**src/common/nn_ctrl_pkg.sv**
```systemverilog
package nn_ctrl_pkg;

	// Network shape seen by this hidden layer

	// Fan-out per neuron, so a collection splits into this many parts
	localparam int FO = 2;

	// Neurons in this layer
	localparam int P = 16;

	// Memory banks per collection, i.e. the degree of parallelism
	localparam int Z = 4;

	localparam int L = 3; // Total number of layers
	localparam int H = 1; // Position of this layer, the one after the input layer is 1

	// Cycle timing

	// Banks of one part, written together in the same clock
	localparam int PART_BANKS = Z / FO;

	// Working clocks of one training cycle
	localparam int ACTIVE_CLKS = P / Z * FO;

	// Two spare clocks cover the latency of the memories
	localparam int CPC = ACTIVE_CLKS + 2;

	// Collections

	// Activation and sigmoid-prime collections rotate through this many sets
	// so that one is written while the others feed forward and update
	localparam int COLL = 2 * (L - H) - 1;

	// Field widths

	// Cycle index counts 0 to CPC-1
	localparam int CI_W = $clog2(CPC);

	// Each activation or delta bank holds P/Z cells
	localparam int CELL_W = $clog2(P / Z);

	// A memory index names one neuron of the layer
	// Its upper CELL_W bits are the cell, the lower bits the bank
	localparam int IDX_W = $clog2(P);

	// Selects one of COLL activation collections
	localparam int PTR_W = $clog2(COLL);

	// Each weight memory holds P*FO/Z cells, one per working clock
	localparam int WADDR_W = $clog2(P * FO / Z);

endpackage

```
**src/act_ctrl/act_sp_ctrl.sv**
```systemverilog
`timescale 1ns/1ns

module act_sp_ctrl
(
	input  logic                                         arst_n_i,
	// Index two clocks late, when feed-forward results reach the memories
	input  logic [nn_ctrl_pkg::CI_W-1:0]              ci_d2_i,
	input  logic [nn_ctrl_pkg::PTR_W-1:0]             w_pt_i,
	// Z memory indices from the interleaver, bank 0 in the low bits
	input  logic [nn_ctrl_pkg::Z*nn_ctrl_pkg::IDX_W-1:0] mem_index_i,
	// One address per bank, collection 0 in the low bits
	output logic [nn_ctrl_pkg::COLL*nn_ctrl_pkg::Z*nn_ctrl_pkg::CELL_W-1:0] act_addr_o,
	output logic [nn_ctrl_pkg::COLL*nn_ctrl_pkg::Z-1:0]                     act_we_o,
	// Cell fields of the indices, shared with the delta memories
	output logic [nn_ctrl_pkg::Z*nn_ctrl_pkg::CELL_W-1:0]                   rd_addr_o
);

	// Cell that the current part writes into, the same for all its banks
	logic [nn_ctrl_pkg::CELL_W-1:0]        wr_cell;

	// Part whose banks take data in this clock
	logic [$clog2(nn_ctrl_pkg::FO)-1:0]    wr_part;

	// High while feed-forward results are still arriving
	logic                                  wr_window;

	// Each part is visited once per cell, so the cell is the index with the
	// part bits dropped
	assign wr_cell = ci_d2_i[nn_ctrl_pkg::CELL_W + $clog2(nn_ctrl_pkg::FO) - 1
		-: nn_ctrl_pkg::CELL_W];

	assign wr_part = ci_d2_i[$clog2(nn_ctrl_pkg::FO)-1:0]; // Parts take turns clock by clock

	// The last two index values are the pipeline slack and write nothing
	assign wr_window = arst_n_i && (ci_d2_i < nn_ctrl_pkg::ACTIVE_CLKS);

	// Read address of each bank
	for (genvar b = 0; b < nn_ctrl_pkg::Z; b++)
	begin : g_rd_addr
		// Only the cell field addresses a bank
		// The bank field picks a bank, and that selection sits at the memories
		assign rd_addr_o[b*nn_ctrl_pkg::CELL_W +: nn_ctrl_pkg::CELL_W] =
			mem_index_i[(b+1)*nn_ctrl_pkg::IDX_W-1 -: nn_ctrl_pkg::CELL_W];
	end

	// Sigmoid-prime memories are wired to the same addresses and enables,
	// so one set of controls covers both memory types
	for (genvar c = 0; c < nn_ctrl_pkg::COLL; c++)
	begin : g_coll
		logic wr_sel; // This collection is the one being filled

		assign wr_sel = (w_pt_i == c);

		for (genvar b = 0; b < nn_ctrl_pkg::Z; b++)
		begin : g_bank
			// Reading does not disturb a collection, so every collection
			// that is not being written serves the read address
			assign act_addr_o[(c*nn_ctrl_pkg::Z + b)*nn_ctrl_pkg::CELL_W
				+: nn_ctrl_pkg::CELL_W] = wr_sel ? wr_cell
				: rd_addr_o[b*nn_ctrl_pkg::CELL_W +: nn_ctrl_pkg::CELL_W];

			// Bank b belongs to part b/PART_BANKS
			assign act_we_o[c*nn_ctrl_pkg::Z + b] = wr_window
				&& wr_sel
				&& (wr_part == b / nn_ctrl_pkg::PART_BANKS);
		end
	end

endmodule

```
**src/delta_ctrl/delta_ctrl.sv**
```systemverilog
`timescale 1ns/1ns

module delta_ctrl
(
	input  logic                                            clk,
	input  logic                                            arst_n_i,
	input  logic [nn_ctrl_pkg::CI_W-1:0]                 cycle_index_i,
	input  logic [nn_ctrl_pkg::CI_W-1:0]                 ci_d1_i,
	input  logic                                            d_rbp_pt_i,
	input  logic [nn_ctrl_pkg::Z*nn_ctrl_pkg::CELL_W-1:0] rd_addr_i, // Interleaved cell per bank
	// Both delta collections, collection 0 in the low half
	output logic [2*nn_ctrl_pkg::Z*nn_ctrl_pkg::CELL_W-1:0] d_addr_a_o,
	output logic [2*nn_ctrl_pkg::Z-1:0]                     d_we_a_o,
	output logic [2*nn_ctrl_pkg::Z*nn_ctrl_pkg::CELL_W-1:0] d_addr_b_o,
	output logic [2*nn_ctrl_pkg::Z-1:0]                     d_we_b_o
);

	// One collection is read in order for back-propagation of the previous
	// layer while the other accumulates partial deltas by read-modify-write

	logic [nn_ctrl_pkg::CELL_W-1:0]          seq_addr; // In-order cell, part by part
	logic [nn_ctrl_pkg::CELL_W-1:0]          seq_addr_d; // Cell read last clock, cleared now
	logic [nn_ctrl_pkg::Z*nn_ctrl_pkg::CELL_W-1:0] rd_addr_d; // Cells read last clock
	logic [$clog2(nn_ctrl_pkg::FO)-1:0]      clr_part; // Part whose banks are cleared now
	logic                                    rmw_window;
	logic                                    clr_window;

	assign seq_addr = cycle_index_i[nn_ctrl_pkg::CELL_W + $clog2(nn_ctrl_pkg::FO) - 1
		-: nn_ctrl_pkg::CELL_W];

	assign clr_part = ci_d1_i[$clog2(nn_ctrl_pkg::FO)-1:0];

	// Write-back follows each read by one clock, in both collections
	always_ff @(posedge clk)
	begin
		seq_addr_d <= seq_addr;
		rd_addr_d  <= rd_addr_i;
	end

	// Accumulated values land one clock after their reads start
	assign rmw_window = arst_n_i
		&& (cycle_index_i != '0)
		&& (cycle_index_i <= nn_ctrl_pkg::ACTIVE_CLKS);

	// Clearing also trails the read by a clock, hence ci_d1 and not the raw index
	assign clr_window = arst_n_i && (ci_d1_i < nn_ctrl_pkg::CPC - 2);

	for (genvar c = 0; c < 2; c++)
	begin : g_coll
		logic rbp_sel; // This collection is read for back-propagation

		assign rbp_sel = (d_rbp_pt_i == c);

		for (genvar b = 0; b < nn_ctrl_pkg::Z; b++)
		begin : g_bank
			// Port A reads in order here, or writes the accumulated value back
			assign d_addr_a_o[(c*nn_ctrl_pkg::Z + b)*nn_ctrl_pkg::CELL_W
				+: nn_ctrl_pkg::CELL_W] = rbp_sel ? seq_addr
				: rd_addr_d[b*nn_ctrl_pkg::CELL_W +: nn_ctrl_pkg::CELL_W];

			// Port B zeroes a cell once it has been read, or feeds the accumulator
			assign d_addr_b_o[(c*nn_ctrl_pkg::Z + b)*nn_ctrl_pkg::CELL_W
				+: nn_ctrl_pkg::CELL_W] = rbp_sel ? seq_addr_d
				: rd_addr_i[b*nn_ctrl_pkg::CELL_W +: nn_ctrl_pkg::CELL_W];

			assign d_we_a_o[c*nn_ctrl_pkg::Z + b] = !rbp_sel && rmw_window;

			// The collection must be all zero before it accumulates next cycle
			assign d_we_b_o[c*nn_ctrl_pkg::Z + b] = rbp_sel
				&& clr_window
				&& (clr_part == b / nn_ctrl_pkg::PART_BANKS);
		end
	end

endmodule

```
**src/logic/collection_pointers.sv**
```systemverilog
`timescale 1ns/1ns

module collection_pointers
(
	input  logic                             clk,
	input  logic                             arst_n_i,
	input  logic                             cycle_clk_i, // One clock wide, at index 0
	output logic [nn_ctrl_pkg::PTR_W-1:0] w_pt_o, // Collection being written by feed-forward
	output logic [nn_ctrl_pkg::PTR_W-1:0] rff_pt_o, // Feed-forward read, one clock late
	output logic [nn_ctrl_pkg::PTR_W-1:0] rup_pt_o, // Update read, one clock late
	output logic                             d_rbp_pt_o // Delta collection read for back-propagation
);

	logic [nn_ctrl_pkg::PTR_W-1:0] rff_pt; // Raw feed-forward read pointer
	logic [nn_ctrl_pkg::PTR_W-1:0] rup_pt; // Raw update read pointer, also the sigmoid-prime source

	// Next collection in the rotation, wrapping after the last one
	function automatic logic [nn_ctrl_pkg::PTR_W-1:0] ptr_next(
		input logic [nn_ctrl_pkg::PTR_W-1:0] pt
	);
		if (pt == nn_ctrl_pkg::COLL - 1)
			return '0;
		return pt + 1'b1;
	endfunction

	// Pointers start one collection apart and keep that spacing
	// so w_pt never lands on a collection that is being read
	always_ff @(posedge clk or negedge arst_n_i)
	begin
		if (!arst_n_i)
		begin
			rff_pt     <= '0;
			w_pt_o     <= nn_ctrl_pkg::PTR_W'(1); // Always the collection after rff
			rup_pt     <= nn_ctrl_pkg::PTR_W'(2); // Always two after rff
			d_rbp_pt_o <= 1'b0;
		end
		else if (cycle_clk_i)
		begin
			rff_pt     <= ptr_next(rff_pt);
			w_pt_o     <= ptr_next(w_pt_o);
			rup_pt     <= ptr_next(rup_pt);
			d_rbp_pt_o <= ~d_rbp_pt_o; // Only two delta collections, so it just toggles
		end
	end

	// The memories answer one clock after the address, so the read
	// selects that follow them must lag by one clock as well
	always_ff @(posedge clk or negedge arst_n_i)
	begin
		if (!arst_n_i)
		begin
			rff_pt_o <= '0;
			rup_pt_o <= nn_ctrl_pkg::PTR_W'(2);
		end
		else
		begin
			rff_pt_o <= rff_pt;
			rup_pt_o <= rup_pt;
		end
	end

endmodule

```
**src/logic/cycle_timing.sv**
```systemverilog
`timescale 1ns/1ns

module cycle_timing
(
	input  logic                               clk,
	input  logic                               arst_n_i,
	input  logic [nn_ctrl_pkg::CI_W-1:0]    cycle_index_i, // Runs 0 to CPC-1 and wraps
	output logic [nn_ctrl_pkg::CI_W-1:0]    ci_d1_o, // Index one clock late, for delta clearing
	output logic [nn_ctrl_pkg::CI_W-1:0]    ci_d2_o, // Index two clocks late, for activation writes
	output logic                               w_we_o,
	output logic [nn_ctrl_pkg::WADDR_W-1:0] w_raddr_o,
	output logic [nn_ctrl_pkg::WADDR_W-1:0] w_waddr_o
);

	// Two-stage delay line of the cycle index
	// Both stages come out of reset at the last index of a cycle
	// Then no write window opens before the first real cycle arrives
	always_ff @(posedge clk or negedge arst_n_i)
	begin
		if (!arst_n_i)
		begin
			ci_d1_o <= nn_ctrl_pkg::CI_W'(nn_ctrl_pkg::CPC - 1);
			ci_d2_o <= nn_ctrl_pkg::CI_W'(nn_ctrl_pkg::CPC - 1);
		end
		else
		begin
			ci_d1_o <= cycle_index_i;
			ci_d2_o <= ci_d1_o; // Second stage follows the first
		end
	end

	// Every weight memory reads the same cell in a given clock
	// The top bit of the index only accounts for the two spare clocks
	assign w_raddr_o = cycle_index_i[nn_ctrl_pkg::WADDR_W-1:0];

	// The cell read now is written back one clock later
	always_ff @(posedge clk)
	begin
		w_waddr_o <= w_raddr_o;
	end

	// Write-back runs from index 1 through CPC-2, one clock behind the reads
	assign w_we_o = arst_n_i
		&& (cycle_index_i != '0)
		&& (cycle_index_i <= nn_ctrl_pkg::CPC - 2);

endmodule

```
**src/logic/hidden_layer_ctrl.sv**
```systemverilog
`timescale 1ns/1ns

module hidden_layer_ctrl
(
	input  logic                                            clk,
	input  logic                                            arst_n_i,
	input  logic [nn_ctrl_pkg::CI_W-1:0]                 cycle_index_i,
	input  logic                                            cycle_clk_i,
	input  logic [nn_ctrl_pkg::Z*nn_ctrl_pkg::IDX_W-1:0] mem_index_i,
	// Weight memories
	output logic                                            w_we_o,
	output logic [nn_ctrl_pkg::WADDR_W-1:0]              w_raddr_o,
	output logic [nn_ctrl_pkg::WADDR_W-1:0]              w_waddr_o,
	// Collection selects for the read data paths
	output logic [nn_ctrl_pkg::PTR_W-1:0]                rff_pt_o,
	output logic [nn_ctrl_pkg::PTR_W-1:0]                rup_pt_o,
	output logic                                            d_rbp_pt_o,
	// Activation and sigmoid-prime memories
	output logic [nn_ctrl_pkg::COLL*nn_ctrl_pkg::Z*nn_ctrl_pkg::CELL_W-1:0] act_addr_o,
	output logic [nn_ctrl_pkg::COLL*nn_ctrl_pkg::Z-1:0]                     act_we_o,
	// Delta memories
	output logic [2*nn_ctrl_pkg::Z*nn_ctrl_pkg::CELL_W-1:0] d_addr_a_o,
	output logic [2*nn_ctrl_pkg::Z-1:0]                     d_we_a_o,
	output logic [2*nn_ctrl_pkg::Z*nn_ctrl_pkg::CELL_W-1:0] d_addr_b_o,
	output logic [2*nn_ctrl_pkg::Z-1:0]                     d_we_b_o
);

	logic [nn_ctrl_pkg::CI_W-1:0]                  ci_d1; // Index one clock late
	logic [nn_ctrl_pkg::CI_W-1:0]                  ci_d2; // Index two clocks late
	logic [nn_ctrl_pkg::PTR_W-1:0]                 w_pt; // Activation collection being filled
	logic [nn_ctrl_pkg::Z*nn_ctrl_pkg::CELL_W-1:0] rd_addr; // Cell fields of the memory indices

	cycle_timing u_cycle_timing
	(
		.clk           (clk),
		.arst_n_i      (arst_n_i),
		.cycle_index_i (cycle_index_i),
		.ci_d1_o       (ci_d1),
		.ci_d2_o       (ci_d2),
		.w_we_o        (w_we_o),
		.w_raddr_o     (w_raddr_o),
		.w_waddr_o     (w_waddr_o)
	);

	// Rotation of all collections, advanced once per training cycle
	collection_pointers u_collection_pointers
	(
		.clk         (clk),
		.arst_n_i    (arst_n_i),
		.cycle_clk_i (cycle_clk_i),
		.w_pt_o      (w_pt),
		.rff_pt_o    (rff_pt_o),
		.rup_pt_o    (rup_pt_o),
		.d_rbp_pt_o  (d_rbp_pt_o)
	);

	act_sp_ctrl u_act_sp_ctrl
	(
		.arst_n_i    (arst_n_i),
		.ci_d2_i     (ci_d2),
		.w_pt_i      (w_pt),
		.mem_index_i (mem_index_i),
		.act_addr_o  (act_addr_o),
		.act_we_o    (act_we_o),
		.rd_addr_o   (rd_addr)
	);

	// Delta reads use the same interleaved cells as the activation reads
	delta_ctrl u_delta_ctrl
	(
		.clk           (clk),
		.arst_n_i      (arst_n_i),
		.cycle_index_i (cycle_index_i),
		.ci_d1_i       (ci_d1),
		.d_rbp_pt_i    (d_rbp_pt_o),
		.rd_addr_i     (rd_addr),
		.d_addr_a_o    (d_addr_a_o),
		.d_we_a_o      (d_we_a_o),
		.d_addr_b_o    (d_addr_b_o),
		.d_we_b_o      (d_we_b_o)
	);

endmodule

```
**config.mk**
```make
export PLATFORM = sky130hd
export DESIGN_NAME = hidden_layer_ctrl
export DESIGN_NICKNAME = d
export VERILOG_FILES = /design/src/common/nn_ctrl_pkg.sv /design/src/act_ctrl/act_sp_ctrl.sv /design/src/delta_ctrl/delta_ctrl.sv /design/src/logic/collection_pointers.sv /design/src/logic/cycle_timing.sv /design/src/logic/hidden_layer_ctrl.sv
export SDC_FILE = /design/constraint.sdc
export NUM_CORES = 1
export LEC_CHECK = 0
export BUFFER_PORTS_ARGS = -buffer_cell sky130_fd_sc_hd__buf_2
export CORE_MARGIN = 1.5
export CORE_UTILIZATION = 40
export DETAILED_ROUTE_END_ITERATION = 12
export GPL_TIMING_DRIVEN = 0
export PLACE_DENSITY = 0.79
export SLEW_MARGIN = 40
export SYNTH_ARGS = -nofsm -noshare
export SYNTH_HDL_FRONTEND = slang
export SYNTH_SLANG_ARGS = --single-unit
```
**constraint.sdc**
```tcl
create_clock -name clk -period 2.8 [get_ports clk]
set_input_delay 0.56 -clock clk [delete_from_list [all_inputs] [get_ports clk]]
set_output_delay 0.56 -clock clk [all_outputs]
set_load 0.01 [all_outputs]
```
== After elaboration in Yosys (flattened, before gate mapping) ==
Cells that the tools add are included.

* Flip-flop bits (word level): 32
* Logic and storage cells: 88

* Add/sub/neg operators: 3
* $lt $le $gt $ge: 3
* Equality and inequality tests: 4
* Mux-type cells: 40
* Bitwise operators: 3
* Reduce and logical (&&, ||, !) cells: 24

{| class="wikitable"
|+ Operators with widths
! cell !! number
|-
| $mux W2 || 34
|-
| $logic_and A1 B1 Y1 || 21
|-
| $lt A4 B4 Y1 const B || 2
|-
| $add A2 B1 Y2 const B || 3
|-
| $eq A2 B2 Y1 const B || 3
|-
| $mux W1 || 6
|-
| $le A4 B4 Y1 const B || 1
|-
| $reduce_bool A4 Y1 || 1
|-
| $not A1 Y1 || 3
|-
| $eq A2 B1 Y1 const B || 1
|-
| $logic_not A2 Y1 || 1
|-
| $logic_not A1 Y1 || 1
|}

== Depth between registers and ports, before layout ==
* Depth after elaboration: 4
* Depth in mapped cells: 5
* Mapped depth without buffers: 2

== By module ==
A second synthesis with hierarchy kept.

* Cell total of the unflattened synthesis: 216
* Area total of the unflattened synthesis: 1843.0 um^2

{| class="wikitable"
|+ By module, submodules not included
! module !! instances !! cells each !! area an instance (um^2) !! sequential area each (um^2)
|-
| delta_ctrl || 1 || 106 || 693.2 || 200.2
|-
| act_sp_ctrl || 1 || 66 || 446.7 || 0.0
|-
| collection_pointers || 1 || 27 || 394.1 || 279.0
|-
| cycle_timing || 1 || 17 || 309.0 || 265.3
|}

== Least setup slack after synthesis ==
OpenSTA, ideal clock, no wires.

* Path type: input-to-output
* Start: input cycle_index_i[1] (netlist bit)
* End: output d_we_a_o[5] (netlist bit)
* Arrival: 1.551 ns
* Path slack: 0.689 ns
* Stages: 3
* Buffers on the path: 1
* Cells stage by stage: o31a_1 -> nor3_1 -> buf_4

* Cells in the longest elaborated chain, start to end: 4
* Elaborated cells between the ends (all ways): 5
* Those cells by class: order compare: 1; reduce/logical: 4

{| class="wikitable"
|+ RTL lines
! item !! line !! source
|-
| from (decl) || hidden_layer_ctrl.sv:7 || <nowiki>input logic [nn_ctrl_pkg::CI_W-1:0] cycle_index_i,</nowiki>
|-
| parallel branches: the longest is 2 deep, another holds $le A4 B4 Y1 || -- ||
|-
| $logic_and A1 B1 Y1 * || delta_ctrl.sv:43 || <nowiki>&& (cycle_index_i <= nn_ctrl_pkg::ACTIVE_CLKS);</nowiki>
|-
| $logic_and A1 B1 Y1 * || -- ||
|-
| to (decl) || hidden_layer_ctrl.sv:23 || <nowiki>output logic [2*nn_ctrl_pkg::Z-1:0] d_we_a_o,</nowiki>
|}

Every way passes the cells marked *.

== Final worst setup path ==
* Start: input arst_n_i
* End: output d_we_a_o[6] (netlist bit)

* Cells in the longest elaborated chain, start to end: 3

{| class="wikitable"
|+ RTL lines
! item !! line !! source
|-
| from (decl) || hidden_layer_ctrl.sv:6 || <nowiki>input logic arst_n_i,</nowiki>
|-
| $logic_and A1 B1 Y1 || delta_ctrl.sv:42 || <nowiki>&& (cycle_index_i != '0)</nowiki>
|-
| $logic_and A1 B1 Y1 || delta_ctrl.sv:43 ||
|-
| $logic_and A1 B1 Y1 || delta_ctrl.sv:66 || <nowiki>assign d_we_a_o[c*nn_ctrl_pkg::Z + b] = !rbp_sel && rmw_window;</nowiki>
|}

No other way between the ends.

==> flow_summary.yaml <==
clock_network:
  htreeDepth: 2
  cts.clk_slew.worst_paths_ns: 0.07
  ctsLongestPathBuffers: 2
  cts_setup_buffers: 0
  tritoncts: "done"
  clk_root_buffer_cell: "sky130_fd_sc_hd__clkbuf_8"
  cts-buffers-inserted: 5
  post_cts_resized: 0
  tritoncts_num_sinks: 30
  clock_insertion_delay_worst_skew_ns: 0.28
  postCtsHoldBufs: 0
grt:
  antenna_violations_before_repair: 0
  grt_max_degree: 25
  first_pass_grt_wire_length_mm: 6.13
  grt_ovf: 0
  grt_pass1_vias: 1316
  globalRouteTotalUtil_pct: 17.9
floorplanning:
  die_w_um: 67.5
  standard_cell_rows: 23
  initial_utilization_pct: 41.6
  fp.dieArea_um2: 4560
  core_area_um2: 4000
  ios: 119
  die_h_um: 67.5
route:
  ant_nets: 0
  vias_per_cell: 4.51
  drtPass1Iterations: 4
  wire_per_inst_um: 11.5
  routed-via-count: 1651
  remaining_drc_errors: 0
  first_iter_violations: 55
  detail_route.wirelength_mm: 4.23
synthesis:
  post-synth-top-area-cell: "sky130_fd_sc_hd__dfrtp_1"
  synthesis.area_um2: 1660
  synth.ff_latch_count: 30
  synth.yosys.seq_area_share_pct: 42.3
  yosys_warnings: 0
  synth.avg_cell_area_um2: 8.36
  yosys-top-cells-area: "sky130_fd_sc_hd__dfrtp_1, sky130_fd_sc_hd__dfxtp_1, sky130_fd_sc_hd__dfstp_2, sky130_fd_sc_hd__a21o_1, sky130_fd_sc_hd__buf_4"
  post_synth_num_cell_types: 24
  number_of_cells_produced_by_synthesis: 199
  yosys.area.top_type_share_pct: 18.0
  syn-num-nets: 222
status:
  outcome: "complete, no violations"
sta:
  final-max-slew-violation-count: 0
  finalClockSkew_ns: 0.00261
  setup_violations: 0
  worst_slew_margin_rel_pct: 63.5
  fmax_mhz: 406
  grt_setup_unrepaired: "false"
  worst_slack_ns: 0.336
  finalCritPeriodShare_pct: 88.0
  fin_crit_ns: 2.46
  setup_tns_ns: 0
  least_margin_pin_slew_ns: 0.546
  timing.final.hold_violations: 0
power_and_ir_drop:
  worst_ir_drop_vdd_mv: 0.443
  post_route_total_power_mw: 2.35
  power_density_nw_per_um2: 986
  total_leakage_power_nw: 1.52
layout:
  num_antenna_cells: 0
  finish.instance_area_um2: 2390
  area.growth.synth_to_final_pct: 43.4
  final_net_count: 338
  post_route_cells_drive_above_1_share_pct: 48.4
critical_path:
  worst-path-max-fanout: 24
  reg2regPathDepth: 4
  timing.critical_path.required_ns: 2.24
  start_kind: "input port"
  path_buf_inv: 3
  critPathCaptureType: "output port"
  worstPathCellList: "buf_2 > or2b_1 > nor3_1 > buf_4 > buf_2"
  cp_top_family: "buffers and inverters"
  worst_path_max_delay_cell: "sky130_fd_sc_hd__buf_2"
  path_depth: 5
  worst_path_most_repeated_cell: "sky130_fd_sc_hd__buf_2"
  critPathArrivalTime_ns: 1.90
  max_stage_delay_ns: 0.38
  timing_worst_setup_path_type: "in -> out"
run:
  cap_viol_max_count: 0
min_path:
  min_path_type: "in -> async"
placed_design:
  placed_cell_areas_um2: 2270
  dp_hpwl_mm: 3.34
  io_buffer_count: 109
  gp_routability_congestion: 0.715
  post_placement_setup_slack_ns: 0.297
area by class of cell:
type                       count  area (µm²)
multi-input combinational    120         682
sequential                    30         704
clock buffer                   5        68.8
tap                           50        62.6
clock inverter                 3        45.0
buffer                        29         203
timing repair buffer         109         546
inverter                      20        75.1
fill                         383        1610
layout by cell type, fill, tap and decap left out, types with 2 or more instances in the layout:
| cell type | count |
|---|---|
| sky130_fd_sc_hd__buf_2 | 115 |
| sky130_fd_sc_hd__nand2_1 | 37 |
| sky130_fd_sc_hd__a21o_1 | 24 |
| sky130_fd_sc_hd__inv_1 | 20 |
| sky130_fd_sc_hd__buf_4 | 19 |
| sky130_fd_sc_hd__o21ai_0 | 18 |
| sky130_fd_sc_hd__dfrtp_1 | 12 |
| sky130_fd_sc_hd__nand2b_1 | 11 |
| sky130_fd_sc_hd__dfxtp_1 | 11 |
| sky130_fd_sc_hd__nor2_1 | 8 |
| sky130_fd_sc_hd__dfstp_2 | 7 |
| sky130_fd_sc_hd__clkbuf_8 | 5 |
| sky130_fd_sc_hd__and3b_1 | 4 |
| sky130_fd_sc_hd__nor3_1 | 4 |
| sky130_fd_sc_hd__mux2i_1 | 4 |
| sky130_fd_sc_hd__nor3b_1 | 3 |
| sky130_fd_sc_hd__buf_6 | 2 |
| sky130_fd_sc_hd__clkbuf_1 | 2 |
| sky130_fd_sc_hd__clkinvlp_4 | 2 |
worst reg2reg max path: cells and delay by family (launching register included):
family                 cells  cell delay [ns]
buffers and inverters      2             0.38
DFF                        1             0.51
muxes                      1             0.14
and+or+nand+nor            1             0.10
cell usage after synthesis:
library cell,instances
sky130_fd_sc_hd__nand3b_1,1
sky130_fd_sc_hd__o21ai_0,18
sky130_fd_sc_hd__xor2_1,1
sky130_fd_sc_hd__or3b_2,1
sky130_fd_sc_hd__and3b_1,4
sky130_fd_sc_hd__buf_2,6
sky130_fd_sc_hd__mux2i_1,4
sky130_fd_sc_hd__or2b_1,1
sky130_fd_sc_hd__a21o_1,24
sky130_fd_sc_hd__nand2_1,37
sky130_fd_sc_hd__dfstp_2,7
sky130_fd_sc_hd__nor2_1,8
sky130_fd_sc_hd__clkbuf_1,2
sky130_fd_sc_hd__inv_1,20
sky130_fd_sc_hd__nand2b_1,11
sky130_fd_sc_hd__nor4_1,1
sky130_fd_sc_hd__buf_4,19
sky130_fd_sc_hd__dfxtp_1,11
sky130_fd_sc_hd__nor3_1,4
sky130_fd_sc_hd__or2_4,1
sky130_fd_sc_hd__dfrtp_1,12
sky130_fd_sc_hd__nor3b_1,3
sky130_fd_sc_hd__o31a_1,1
sky130_fd_sc_hd__buf_6,2
stage by stage:
step           cells  util, %  hold WS, ns
2_1_floorplan    199        -        0.264
3_3_place_gp     358     56.8        0.334
3_5_place_dp     358     56.8        0.342
4_1_cts          366     59.6        0.231
5_1_grt          366     59.6        0.251
6_report         366     59.6        0.223
metal layers:
| layer | track usage, % | vias to the layer above | wire length, µm |
|---|---|---|---|
| li1 | - | 849 | - |
| met5 | 0 | - | 0 |
| met4 | 3.83 | 0 | 27 |
| met1 | 21.9 | 740 | 1850 |
| met3 | 4.17 | 3 | 242 |
| met2 | 31.9 | 59 | 2110 |
sequential cells by signal (all words and copies together), names as in the netlist:
name and flops:
u_cycle_timing.ci_d1_o 4, u_cycle_timing.w_waddr_o 3, u_collection_pointers.rff_pt 2, u_delta_ctrl.rd_addr_d 8
u_collection_pointers.rup_pt 2, u_collection_pointers.d_rbp_pt_o 1, u_collection_pointers.rup_pt_o 2, u_collection_pointers.w_pt_o 2
u_cycle_timing.ci_d2_o 4, u_collection_pointers.rff_pt_o 2
logic make-up (layout without fill, tap and decap cells):
kind of cell,after synthesis,after routing,share of synthesized area (%)
AO/OA/AOI/OAI,43,43,16.8
XOR/XNOR,1,1,0.526
buffers and inverters,49,166,16.7
flip-flops,30,30,42.3
multiplexers,4,4,2.41
AND/OR/NAND/NOR,72,72,21.3
path summary, 6_finish.rpt:
path                                                 start                               to  slack (ns)
setup / recovery                                  arst_n_i                      d_we_a_o[6]        0.34
hold / removal                                    arst_n_i  u_collection_pointers.rff_pt[1]        0.22
setup reg to reg           u_collection_pointers.w_pt_o[0]  u_collection_pointers.w_pt_o[1]        1.61
hold reg to reg                  u_cycle_timing.ci_d1_o[2]        u_cycle_timing.ci_d2_o[2]        0.36
max in group asynchronous                         arst_n_i        u_cycle_timing.ci_d2_o[3]        2.23
min in group clk                 u_cycle_timing.ci_d1_o[2]        u_cycle_timing.ci_d2_o[2]        0.36
power breakdown:
| group | internal (mW) | switching [mW] | leakage (nW) |
|---|---|---|---|
| logic | 0.605 | 0.769 | 1.16 |
| registers | 0.505 | 0.0408 | 0.311 |
| clock network | 0.264 | 0.168 | 0.0504 |
| total | 1.37 | 0.978 | 1.52 |
Note: power is estimated with default switching activity, not from simulation.
